===== config.mk =====
export PLATFORM = sky130hd
export DESIGN_NAME = addr_decode
export DESIGN_NICKNAME = d
export VERILOG_FILES = /design/src/rtl/soc_pkg.sv /design/src/rtl/addr_decode.sv
export SDC_FILE = /design/constraint.sdc
export NUM_CORES = 1
export LEC_CHECK = 0
export ABC_AREA = 1
export BUFFER_PORTS_ARGS = -buffer_cell sky130_fd_sc_hd__buf_4
export CAP_MARGIN = 0
export CORE_ASPECT_RATIO = 1.4
export CORE_MARGIN = 3
export CORE_UTILIZATION = 47
export CTS_CLUSTER_SIZE = 8
export DETAILED_ROUTE_END_ITERATION = 8
export GPL_TIMING_DRIVEN = 0
export PLACE_DENSITY = 0.87
export SLEW_MARGIN = 5
export SYNTH_ARGS = -nofsm -noshare
export SYNTH_HDL_FRONTEND = slang
export SYNTH_SLANG_ARGS = --single-unit

===== constraint.sdc =====
create_clock -name clk_i -period 0.8 [get_ports clk_i]
set_input_delay 0.08 -clock clk_i [delete_from_list [all_inputs] [get_ports clk_i]]
set_output_delay 0.08 -clock clk_i [all_outputs]
set_load 0.01 [all_outputs]

===== src/rtl/soc_pkg.sv =====
/* bus widths, target enum and address map of the peripheral subsystem
   boot ROM image and debug hold-off length */

package soc_pkg;

  // --------------------
  // types
  // --------------------
  typedef logic [31:0] addr_t;     // byte address
  typedef logic [31:0] data_t;     // bus word
  typedef logic [7:0]  spm_idx_t;  // scratchpad word index

  typedef enum logic [1:0] {
    TGT_ROM   = 2'd0,
    TGT_SPM   = 2'd1,
    TGT_CLINT = 2'd2,
    TGT_NONE  = 2'd3
  } target_e;

  // --------------------
  // address map
  // --------------------
  localparam addr_t       ROM_BASE   = 32'h0001_0000;
  localparam int unsigned ROM_WORDS  = 16;
  localparam addr_t       SPM_BASE   = 32'h8000_0000;
  localparam int unsigned SPM_WORDS  = 256;
  localparam addr_t       CLINT_BASE = 32'h0200_0000;
  localparam int unsigned CLINT_SIZE = 16;  // bytes

  // CLINT register offsets
  localparam addr_t CLINT_MTIMECMP_OFS = 32'h0;
  localparam addr_t CLINT_MTIME_OFS    = 32'h4;
  localparam addr_t CLINT_MSIP_OFS     = 32'h8;

  // debug request stays masked this long after reset
  localparam int unsigned DBG_HOLD_CYCLES = 500;

  // boot code, jumps to the scratchpad after a short setup
  localparam data_t BOOT_IMAGE [ROM_WORDS] = '{
    32'h0000_0297, 32'h0202_8593, 32'hf140_2573, 32'h0182_a283,
    32'h0002_8067, 32'h0000_0013, 32'h8000_0000, 32'h0000_0000,
    32'h3040_1073, 32'h0080_0093, 32'h3000_a073, 32'h1050_0073,
    32'hffdf_f06f, 32'h0000_0013, 32'hdead_beef, 32'hcafe_f00d
  };

endpackage


===== src/rtl/addr_decode.sv =====
/* first pipeline stage
   address map lookup, registered target, offset and write data */

`timescale 1ns/100ps

module addr_decode import soc_pkg::*; (
  input  logic    clk_i,
  input  logic    ndmreset_n,
  input  logic    req_i,
  input  addr_t   req_addr_i,
  input  logic    req_we_i,
  input  data_t   req_wdata_i,
  output logic    dec_valid_o,
  output target_e dec_target_o,
  output addr_t   dec_offset_o,
  output logic    dec_we_o,
  output data_t   dec_wdata_o
);

  addr_t   rom_ofs;
  addr_t   spm_ofs;
  addr_t   clint_ofs;
  target_e target;
  addr_t   offset;

  // offsets wrap below the base, so a single compare checks both ends
  assign rom_ofs   = req_addr_i - ROM_BASE;
  assign spm_ofs   = req_addr_i - SPM_BASE;
  assign clint_ofs = req_addr_i - CLINT_BASE;

  always_comb begin
    target = TGT_NONE;
    offset = '0;
    if (rom_ofs < addr_t'(ROM_WORDS * 4)) begin
      target = TGT_ROM;
      offset = rom_ofs;
    end else if (spm_ofs < addr_t'(SPM_WORDS * 4)) begin
      target = TGT_SPM;
      offset = spm_ofs;
    end else if (clint_ofs < addr_t'(CLINT_SIZE)) begin
      target = TGT_CLINT;
      offset = clint_ofs;
    end
  end

  always_ff @(posedge clk_i or negedge ndmreset_n) begin
    if (!ndmreset_n) begin
      dec_valid_o  <= 1'b0;
      dec_target_o <= TGT_NONE;
      dec_we_o     <= 1'b0;
    end else begin
      dec_valid_o <= req_i;
      if (req_i) begin
        dec_target_o <= target;
        dec_we_o     <= req_we_i;
      end
    end
  end

  // payload
  always_ff @(posedge clk_i) begin
    if (req_i) begin
      dec_offset_o <= offset;
      dec_wdata_o  <= req_wdata_i;
    end
  end

endmodule


==> run summary <==
layout cells sized above 1: 48.4%
cell leakage power: 2.32 nW
sequential-to-total area share from yosys stat: 67.4%
Tcrit/Tclk final: 198%
Max Buffers Root-to-Sink: 2
Worst EP required: 980 ps
Tot GR Track Use: 27.7%
fmax: 632 MHz
violations in the final reports: negative setup slack
total CTS buffers: 9
DRT antenna net count: 0
initial antenna violation count: 0
most used routing layer: met2
I/O pins: 136
largest net degree at the start of global routing: 70
met3 usage: 7.49%
Worst Path Arrival: 1760 ps
Min-Delay Endpoint: dec_offset_o[12]
max_cap viols: 0
Non-Filler Instances: 549
fin crit period: 1580 ps
vias in the first global route: 2,805
nets@finish: 548
final number of max-transition violations: 0
count of final setup violators: 89
critical path fanouts, max: 3
worst skew pair latency: 340 ps
Port Buffer Count: 135
Avg Cell Area, Syn: 11.3 um^2
vias per inst: 5.47
Crit. End Element: flop
RSZ-0062 raised after global routing: yes
reg2reg end: dec_target_o[0]
relative slew slack: 57.6%
Die Area: 7400 um^2
Setup Crit Path Kind: input port to flop
vias after detailed routing: 3,003
initial DRC count: 246
area grow syn2layout: 77.6%
Cell Rows: 33
CTS tree: yes
Die Span Y: 101 um
drt wl/cell: 21.9 um
final setup margin: -783 ps
status: complete, but fails checks
gpl congestion: 0.968
FF-to-FF Start: dec_target_o[0]
ant diodes: 0
FFs w/ async S/R, synth: 5.88%
Hold Path Cell Cnt: 3
Yosys reg bits: 68
Distinct cells, synth: 25
H-tree Lvls: 3
FF+latch area: 2020 um^2
Worst Hold Launch: req_addr_i[12]
footprint of the multi-input gates: 1040 um^2
R2R depth: 3
Tightest Pin Transition: 636 ps
P per Cell Area: 1650 nW/um^2
# fillers: 250
main flop type after synthesis: edfxtp_1
total gr overflow: 0
Synth top area share: 64.0%
Gate Count Post-Synth: 266
number of placed instances, taps included: 484
Initial Util: 49.8%
Post-Synthesis Cell Area: 3000 um^2
clock slew at reported path FFs: 80 ps
Core Footprint: 6030 um^2
die width: 73.6 um
worst hold path class: input port to flop
drt first pass iters: 4
final instance area: 5330 um^2
TritonCTS Sinks: 68
skew final: 0 ps
leading area contributor after synthesis: edfxtp_1
placed inst area: 4180 um^2
met2 GRT Util: 50.5%
met1 Use GR: 28.8%
root buffer cell: clkbuf_8
first-pass GRT wire length: 14,800 um
Final Hold Viols: 0
Max VDD drop: 0.948 mV
Ys Warns: 0
EDFF count, synth: 64
Synth area leaders: edfxtp_1 (64%), nand2_1 (6.0%), inv_1 (5.1%), nor2_1 (5.0%), nor2_4 (4.1%)
slack of the worst reg-to-reg path: -130 ps
post-DP HPWL: 6060 um
crit path launch type: input port
Post-Route WL: 12,000 um
drt drc: 0
worst max-delay path by stage:
stage | cells past startpoint | startpoint | slack (ps) | endpoint
final | 10 | req_addr_i[12] | -780 | dec_offset_o[17]
after global routing | 10 | req_addr_i[12] | -820 | dec_offset_o[17]
after CTS | 12 | req_addr_i[25] | -650 | dec_offset_o[13]
after detailed placement | 13 | req_addr_i[26] | -1140 | dec_offset_o[13]
after global placement | 14 | req_addr_i[16] | -1100 | dec_offset_o[8]
after floorplan | 13 | req_addr_i[17] | -690 | dec_offset_o[6]
layout by cell type (no fill, tap or decap), types with 14 or more instances in the layout:
master	n
buf_4	75
buf_6	71
edfxtp_1	64
nand2_1	43
inv_1	35
dlygate4sd3_1	34
nor2_1	25
nor2_4	18
conb_1	14
per-layer routing:
layer	share of wire (%)	vias up	wire length, um
met5	0	-	0
met4	4.1	0	495
met3	9.9	48	1190
met2	53	254	6400
met1	33	1419	3940
li1	-	1282	-
Yosys cell counts (all sizes together), types with 2 or more instances:
library cell	count
o21ai	9
dfrtp	2
dfstp	2
ha	5
a21oi	2
nand3	19
inv	44
nand4	4
nor2	55
nor3	3
edfxtp	64
nand2	51
registers in the layout, indices dropped and copies added, names as in the netlist:
signal and cells:
dec_offset_o 32, dec_wdata_o 32, dec_we_o 1, dec_valid_o 1
dec_target_o 2
logic make-up (layout without fill, tap and decap cells):
| group | after synthesis | count (layout) | synth area share, % |
|---|---|---|---|
| compound gates | 12 | 12 | 2.04 |
| xor+xnor | 2 | 2 | 0.583 |
| fa+ha+maj | 5 | 5 | 2.08 |
| buf+inv | 45 | 245 | 6.16 |
| flops | 68 | 68 | 67.4 |
| other cells | 1 | 14 | 0.125 |
| simple gates | 133 | 133 | 21.6 |
critical path, stage by stage:
cell	delay (ps)
buf_4	120
nor2_1	130
nand3_1	130
nor3_1	340
nand3_2	140
nor3_4	320
nor2_2	80
buf_4	140
buf_4	120
o22ai_1	160
stage by stage:
stage,hold slack [ps],total power [mW],worst slack (ps),TNS (ps),utilization (%)
6_report,72.2,8.78,-783,-26010,88.5
5_1_grt,76.0,9.08,-820,-28860,88.5
4_1_cts,34.4,8.39,-647,-22770,84.6
3_5_place_dp,-121,5.47,-1140,-40650,69.3
3_3_place_gp,-124,5.42,-1100,-38980,69.3
2_1_floorplan,-216,4.67,-693,-11820,-
final cells by class:
cell class                 count  area share [%]
timing repair buffer         185            33.7
buffer                         1           0.375
sequential                    68            38.0
clock buffer                   9            2.32
inverter                      44            3.57
clock inverter                 6            1.06
multi-input combinational    166            19.4
tap                           70            1.64
power breakdown:
part           internal [mW]  switching [mW]  total (mW)
clock                   1.40            1.39        2.79
combinational          0.910           0.752        1.66
sequential              4.17           0.160        4.33
what timing repair did:
item	4_1_cts	5_1_grt
cloned	1	0
setup endpoints to repair	89	88
hold buffers	34	0
endpoints found under the hold margin	37	0
pin swaps	13	19
gates resized for setup	82	55
buffers inserted	10	5
Note: power is estimated with default switching activity, not from simulation.
