File: config.mk
export PLATFORM = sky130hd
export DESIGN_NAME = debug_gate
export DESIGN_NICKNAME = d
export VERILOG_FILES = /design/src/rtl/soc_pkg.sv /design/src/rtl/debug_gate.sv
export SDC_FILE = /design/constraint.sdc
export NUM_CORES = 1
export LEC_CHECK = 0
export BUFFER_PORTS_ARGS = -buffer_cell sky130_fd_sc_hd__buf_2
export CAP_MARGIN = 10
export CORE_AREA = 2 2 39 41
export CTS_CLUSTER_DIAMETER = 100
export DETAILED_ROUTE_END_ITERATION = 7
export DIE_AREA = 0 0 41 43
export GPL_TIMING_DRIVEN = 1
export PLACE_DENSITY = 0.55
export SLEW_MARGIN = 20
export SYNTH_ARGS = -nofsm -noshare
export SYNTH_HDL_FRONTEND = slang
export SYNTH_SLANG_ARGS = --single-unit
File: constraint.sdc
create_clock -name clk_i -period 2.28 [get_ports clk_i]
set_input_delay 0.228 -clock clk_i [delete_from_list [all_inputs] [get_ports clk_i]]
set_output_delay 0.228 -clock clk_i [all_outputs]
set_load 0.005 [all_outputs]
File: src/rtl/soc_pkg.sv
/* bus widths, target enum and address map of the peripheral subsystem
   boot ROM image and debug hold-off length */

package soc_pkg;

  // --------------------
  // types
  // --------------------
  typedef logic [31:0] addr_t;     // byte address
  typedef logic [31:0] data_t;     // bus word
  typedef logic [7:0]  spm_idx_t;  // scratchpad word index

  typedef enum logic [1:0] {
    TGT_ROM   = 2'd0,
    TGT_SPM   = 2'd1,
    TGT_CLINT = 2'd2,
    TGT_NONE  = 2'd3
  } target_e;

  // --------------------
  // address map
  // --------------------
  localparam addr_t       ROM_BASE   = 32'h0001_0000;
  localparam int unsigned ROM_WORDS  = 16;
  localparam addr_t       SPM_BASE   = 32'h8000_0000;
  localparam int unsigned SPM_WORDS  = 256;
  localparam addr_t       CLINT_BASE = 32'h0200_0000;
  localparam int unsigned CLINT_SIZE = 16;  // bytes

  // CLINT register offsets
  localparam addr_t CLINT_MTIMECMP_OFS = 32'h0;
  localparam addr_t CLINT_MTIME_OFS    = 32'h4;
  localparam addr_t CLINT_MSIP_OFS     = 32'h8;

  // debug request stays masked this long after reset
  localparam int unsigned DBG_HOLD_CYCLES = 500;

  // boot code, jumps to the scratchpad after a short setup
  localparam data_t BOOT_IMAGE [ROM_WORDS] = '{
    32'h0000_0297, 32'h0202_8593, 32'hf140_2573, 32'h0182_a283,
    32'h0002_8067, 32'h0000_0013, 32'h8000_0000, 32'h0000_0000,
    32'h3040_1073, 32'h0080_0093, 32'h3000_a073, 32'h1050_0073,
    32'hffdf_f06f, 32'h0000_0013, 32'hdead_beef, 32'hcafe_f00d
  };

endpackage

File: src/rtl/debug_gate.sv
/* debug request hold-off after reset */

`timescale 1ns/100ps

module debug_gate import soc_pkg::*; (
  input  logic clk_i,
  input  logic ndmreset_n,
  input  logic debug_req_i,
  output logic debug_req_o
);

  logic [$clog2(DBG_HOLD_CYCLES+1)-1:0] hold_cnt_q;

  // boot code runs undisturbed until the count runs out
  always_ff @(posedge clk_i or negedge ndmreset_n) begin
    if (!ndmreset_n) begin
      hold_cnt_q <= $bits(hold_cnt_q)'(DBG_HOLD_CYCLES);
    end else if (hold_cnt_q != '0) begin
      hold_cnt_q <= hold_cnt_q - 1'b1;
    end
  end

  assign debug_req_o = (hold_cnt_q == '0) && debug_req_i;

endmodule

==> results of run 1 <==
==> cells in the final DEF (no fill, tap or decap) <==
cell type,instances
and2_2,1
buf_2,3
buf_4,1
clkbuf_1,1
clkbuf_4,3
dfrtp_1,3
dfstp_2,6
dlygate4sd3_1,1
ha_1,1
inv_1,2
mux2_2,1
mux2i_1,1
nand2_1,1
nand2b_1,2
nor2_1,2
nor3_1,2
nor4_4,1
o21ai_0,6
o21bai_1,1
o31a_2,1
o31ai_1,2
or2_2,2
or3_1,2
or4_4,1
xnor2_1,1
==> cells by family (layout without fill, tap and decap cells) <==
logic type,Yosys count,in the layout,synth area share (%)
compound gates,10,10,14.1
xor+xnor,1,1,1.97
fa+ha+maj,1,1,2.82
buf+inv,2,11,1.69
flops,9,9,52.4
mux,2,2,4.79
simple gates,14,14,22.3
==> layer usage <==
metal / vias to the layer above / wire, um / GRT usage (%)
li1: 157 / - / -
met1: 141 / 333 / 13.0
met2: 5 / 324 / 14.1
met3: 5 / 30 / 4.71
met4: 0 / 34 / 12.0
met5: - / 0 / 0
==> layout make-up <==
type	instances	area, sq um
Tap cell	16	20.0
Timing Repair Buffer	5	32.5
Multi-Input combinational cell	28	204
Inverter	2	7.51
Sequential cell	9	233
Clock buffer	4	26.3
Fill cell	136	861
==> worst max-delay path: stages (launching register included) <==
cell and delay (ns):
dfrtp_1 0.41, or4_4 0.59, nor4_4 0.25, and2_2 0.17, buf_2 0.10
==> what timing repair did <==
item,CTS,global route
resized for setup,0,0
hold endpoints to repair,3,0
hold buffers,1,0
==> Yosys cell counts (all sizes together) (2+ instances only) <==
master and instances:
dfstp 6, o31ai 2, or3 2, inv 2, o21ai 6, nor2 2, or2 2, nand2b 2
dfrtp 3, nor3 2
==> power by group <==
group | total (mW) | switching [mW] | internal [mW]
Clock | 0.127 | 0.0595 | 0.0677
Combinational | 0.00725 | 0.00374 | 0.00351
Sequential | 0.160 | 0 | 0.160
Total | 0.295 | 0.0633 | 0.231
==> per-stage QoR <==
| step | util [%] | instances | cell area (sq um) |
|---|---|---|---|
| floorplan | - | 39 | 444 |
| global placement | 35.2 | 59 | 487 |
| detailed placement | 35.2 | 59 | 487 |
| CTS | 37.8 | 64 | 523 |
| global route | 37.8 | 64 | 523 |
| finish | 37.8 | 64 | 523 |
==> final timing paths <==
path                               startpoint            end  slack, ns  cells past startpoint
worst max-delay path            hold_cnt_q[3]    debug_req_o       0.27                      4
worst min-delay path               ndmreset_n  hold_cnt_q[3]       0.34                      2
worst max register to register  hold_cnt_q[3]  hold_cnt_q[1]       0.61                      4
worst min register to register  hold_cnt_q[0]  hold_cnt_q[0]       0.49                      1
max in group asynchronous          ndmreset_n  hold_cnt_q[4]       1.70                      2
min in group clk_i              hold_cnt_q[0]  hold_cnt_q[0]       0.49                      1
==> impl_metrics.tcl, run 1 <==
set metrics [dict create \
    hold_class "input pin to asynchronous set/reset pin" \
    antenna_found_initial 0 \
    io_pins 4 \
    leakagePower_nw 0.240 \
    path_max_fanout 5 \
    p_total_mw 0.295 \
    top_register "hold_cnt_q" \
    finalWeightedCongestion 0.615 \
    final_antenna_net_count 0 \
    syn_to_final_growth_pct 17.7 \
    synth_top_area_cell "dfstp_2" \
    yosys_warnings 0 \
    crit_arrival_ns 1.79 \
    status "complete, no violations" \
    vias 308 \
    dieArea_sq_um 1760 \
    hold_viol_final 0 \
    drv_slew 0 \
    critPathLaunchType "flip-flop" \
    synth_area_leaders "dfstp_2 35%, dfrtp_1 17%, o21ai_0 6.8%, nor4_4 4.8%, o31ai_1 3.4%" \
    clkTransAtPathRegs_ns 0.06 \
    htreeDepth 1 \
    drt_iter0_markers 4 \
    syn_area_sq_um 444 \
    clock.fmax_mhz 497 \
    rsz0062_at_grt "false" \
    skew_ns 0.00216 \
    ys_async_sr_fraction_pct 100 \
    grt_overflow 0 \
    synth_seq_area_share_pct 52.4 \
    post_synth_num_cell_types 20 \
    drc 0 \
    antennaDiodeCount 0 \
    cap_violations 0 \
    fin_tns_setup_ns 0 \
    synth_edf_count 0 \
    synth_nets 43 \
    setup_viol 0 \
    drive_gt1_share_pct 41.7 \
    dpl.hpwl_um 518 \
    drtPass1Iterations 4 \
    clkSinkCount 9 \
    top_regs "hold_cnt_q x9" \
    nNetsFinal 53 \
    row_count 14 \
    grt_pass1_wl_um 1210 \
    track_usage_pct 11.3 \
    ys_dominant_reg_cell "dfstp_2" \
    clkLatencyLatePin_ns 0.27 \
    core-area_sq_um 1380 \
    die_w_um 41 \
    max_slew.worst_pin.slew_ns 0.311 \
    avgSynthCellArea_sq_um 11.4 \
    dpl_worst_slack_ns 0.535 \
    drt_wl_total_um 722 \
    min_period_ns 2.01 \
    initial_core_util_pct 32.1 \
    ir_drop_v 0.000220 \
    viasPerCell 4.81 \
    max_slew_margin_pct 79.2 \
    die_h_um 43 \
    cp.required_ns 2.05 \
    whs_ns 0.339 \
    cts_tree "built" \
    fin_ws_ns 0.266 \
    grt_pass1_vias 281 \
    synth_seq_cells 9 \
    wl_per_cell_um 11.3 \
    path_class "flip-flop to output pin" \
    end_kind "output pin" \
    cts_setup_buffers 0 \
    fin_crit_sh_pct 88.3 \
    numCtsBuffers 3 \
    largest_reg_flops 9 \
    cts_buffer_depth 2 \
    synthCells 39 \
    io_buffer_count 3 \
    grt_max_degree 10 \
    yosysTopAreaCellShare_pct 35.5 \
    root_buffer "clkbuf_4" \
    pwr_density_cell_nw_per_um2 564 \
]
Power figures use the tool's default switching activity.
==> run 2, diff against run 1 <==
--- a/config.mk
+++ b/config.mk
@@ -12,7 +12,6 @@
 export DETAILED_ROUTE_END_ITERATION = 7
 export DIE_AREA = 0 0 41 43
 export GPL_TIMING_DRIVEN = 1
-export PLACE_DENSITY = 0.55
 export SLEW_MARGIN = 20
 export SYNTH_ARGS = -nofsm -noshare
 export SYNTH_HDL_FRONTEND = slang
==> impl_metrics.tcl, run 2 (synthesis results as in run 1) <==
set metrics [dict create \
    status "complete, no violations" \
    dieArea_sq_um 1760 \
    max_slew.worst_pin.slew_ns 0.367 \
    numCtsBuffers 3 \
    grt_overflow 0 \
    dpl.hpwl_um 576 \
    grt_pass1_wl_um 1410 \
    track_usage_pct 13.4 \
    cts_setup_buffers 0 \
    die_w_um 41 \
    hold_class "input pin to asynchronous set/reset pin" \
    min_period_ns 2.16 \
    ir_drop_v 0.000287 \
    path_class "flip-flop to output pin" \
    cap_violations 0 \
    grt_pass1_vias 317 \
    top_regs "hold_cnt_q x9" \
    rsz0062_at_grt "false" \
    antenna_found_initial 0 \
    p_total_mw 0.296 \
    largest_reg_flops 9 \
    cp.required_ns 2.05 \
    placed_area_sq_um 479 \
    row_count 14 \
    clkLatencyLatePin_ns 0.27 \
    io_pins 4 \
    cts_resized 0 \
    root_buffer "clkbuf_4" \
    final_area_sq_um 515 \
    finalWeightedCongestion 0.659 \
    crit_arrival_ns 1.94 \
    fin_tns_setup_ns 0 \
    hold_viol_final 0 \
    drtPass1Iterations 2 \
    cts_buffer_depth 2 \
    drt_iter0_markers 9 \
    fin_util_pct 37.3 \
    io_buffer_count 3 \
    end_kind "output pin" \
    grt_max_degree 10 \
    fin_crit_sh_pct 94.9 \
    critical_path.startpoint "hold_cnt_q[3]" \
    clkSinkCount 9 \
    mostFrequentLayoutCells "6 x o21ai_0, 6 x dfstp_2, 3 x clkbuf_4, 3 x dfrtp_1, 3 x buf_2" \
    clkTransAtPathRegs_ns 0.06 \
    antennaDiodeCount 0 \
    core-area_sq_um 1380 \
    dp_cells 58 \
    cts_tree "built" \
    final_antenna_net_count 0 \
    drt_wl_total_um 818 \
    path_max_fanout 5 \
    instances_no_fill 63 \
    syn_to_final_growth_pct 16.1 \
    viasPerCell 5.05 \
    die_h_um 43 \
    setup_viol 0 \
    vias 318 \
    pwr_density_cell_nw_per_um2 575 \
    drv_slew 0 \
    htreeDepth 1 \
    critPathLaunchType "flip-flop" \
    nNetsFinal 52 \
    clock.fmax_mhz 462 \
    drive_gt1_share_pct 40.4 \
    top_register "hold_cnt_q" \
    rr_startpoint "hold_cnt_q[3]" \
    fill_cells 139 \
    drc 0 \
    skew_ns 0.00384 \
    wl_per_cell_um 13.0 \
    initial_core_util_pct 32.1 \
    max_slew_margin_pct 75.4 \
    leakagePower_nw 0.235 \
]
[run 2: changes by cell type in the layout (fill, tap and decap cells not counted), sizes merged]
cell,previous run,this run
buf,4,3
[run 2: through the flow]
stage	hold WS (ns)	worst slack, ns
floorplan	-0.0676	0.582
global placement	0.0895	0.392
detailed placement	0.0872	0.393
CTS	0.330	0.0904
finish	0.335	0.116
global route	0.376	0.00485
[run 2: layer usage]
layer / vias up / GRT usage, % / wire [um]
li1: 157 / - / -
met1: 149 / 14.7 / 347
met2: 6 / 17.2 / 392
met3: 6 / 4.71 / 27
met4: 0 / 16.0 / 50
met5: - / 0 / 0
[run 2: where the power goes]
part | total [mW] | leakage (nW) | switching (mW) | internal, mW
Clock | 0.129 | 0.0150 | 0.0610 | 0.0678
Sequential | 0.160 | 0.104 | 0 | 0.160
Combinational | 0.00740 | 0.117 | 0.00389 | 0.00351
Total | 0.296 | 0.235 | 0.0649 | 0.231
[run 2: area by class of cell]
class                   instances  area, sq um  share of cell area (%)
repair buffers                  4         25.0                    4.85
clock buffers                   4         26.3                    5.10
multi-input cells              28          204                    39.6
inverters                       2         7.51                    1.46
well taps                      16         20.0                    3.88
flip-flops and latches          9          233                    45.1
[run 2: critical path, stage by stage, from the launching register on]
cell and delay (ns):
dfrtp_1 0.41, or4_4 0.59, nor4_4 0.37, and2_2 0.20, buf_2 0.10
[run 2: repair_timing]
action | CTS | global route
endpoints found under the hold margin | 3 | 0
setup endpoints to repair | 0 | 0
hold buffers | 1 | 0
[run 2: final timing paths]
check	endpoint	slack, ns	cells after the start
worst max-delay path	debug_req_o	0.12	4
worst min-delay path	hold_cnt_q[1]	0.33	2
max in group asynchronous	hold_cnt_q[7]	1.70	2
worst min register to register	hold_cnt_q[0]	0.50	1
min in group clk_i	hold_cnt_q[0]	0.50	1
worst max register to register	hold_cnt_q[1]	0.60	3
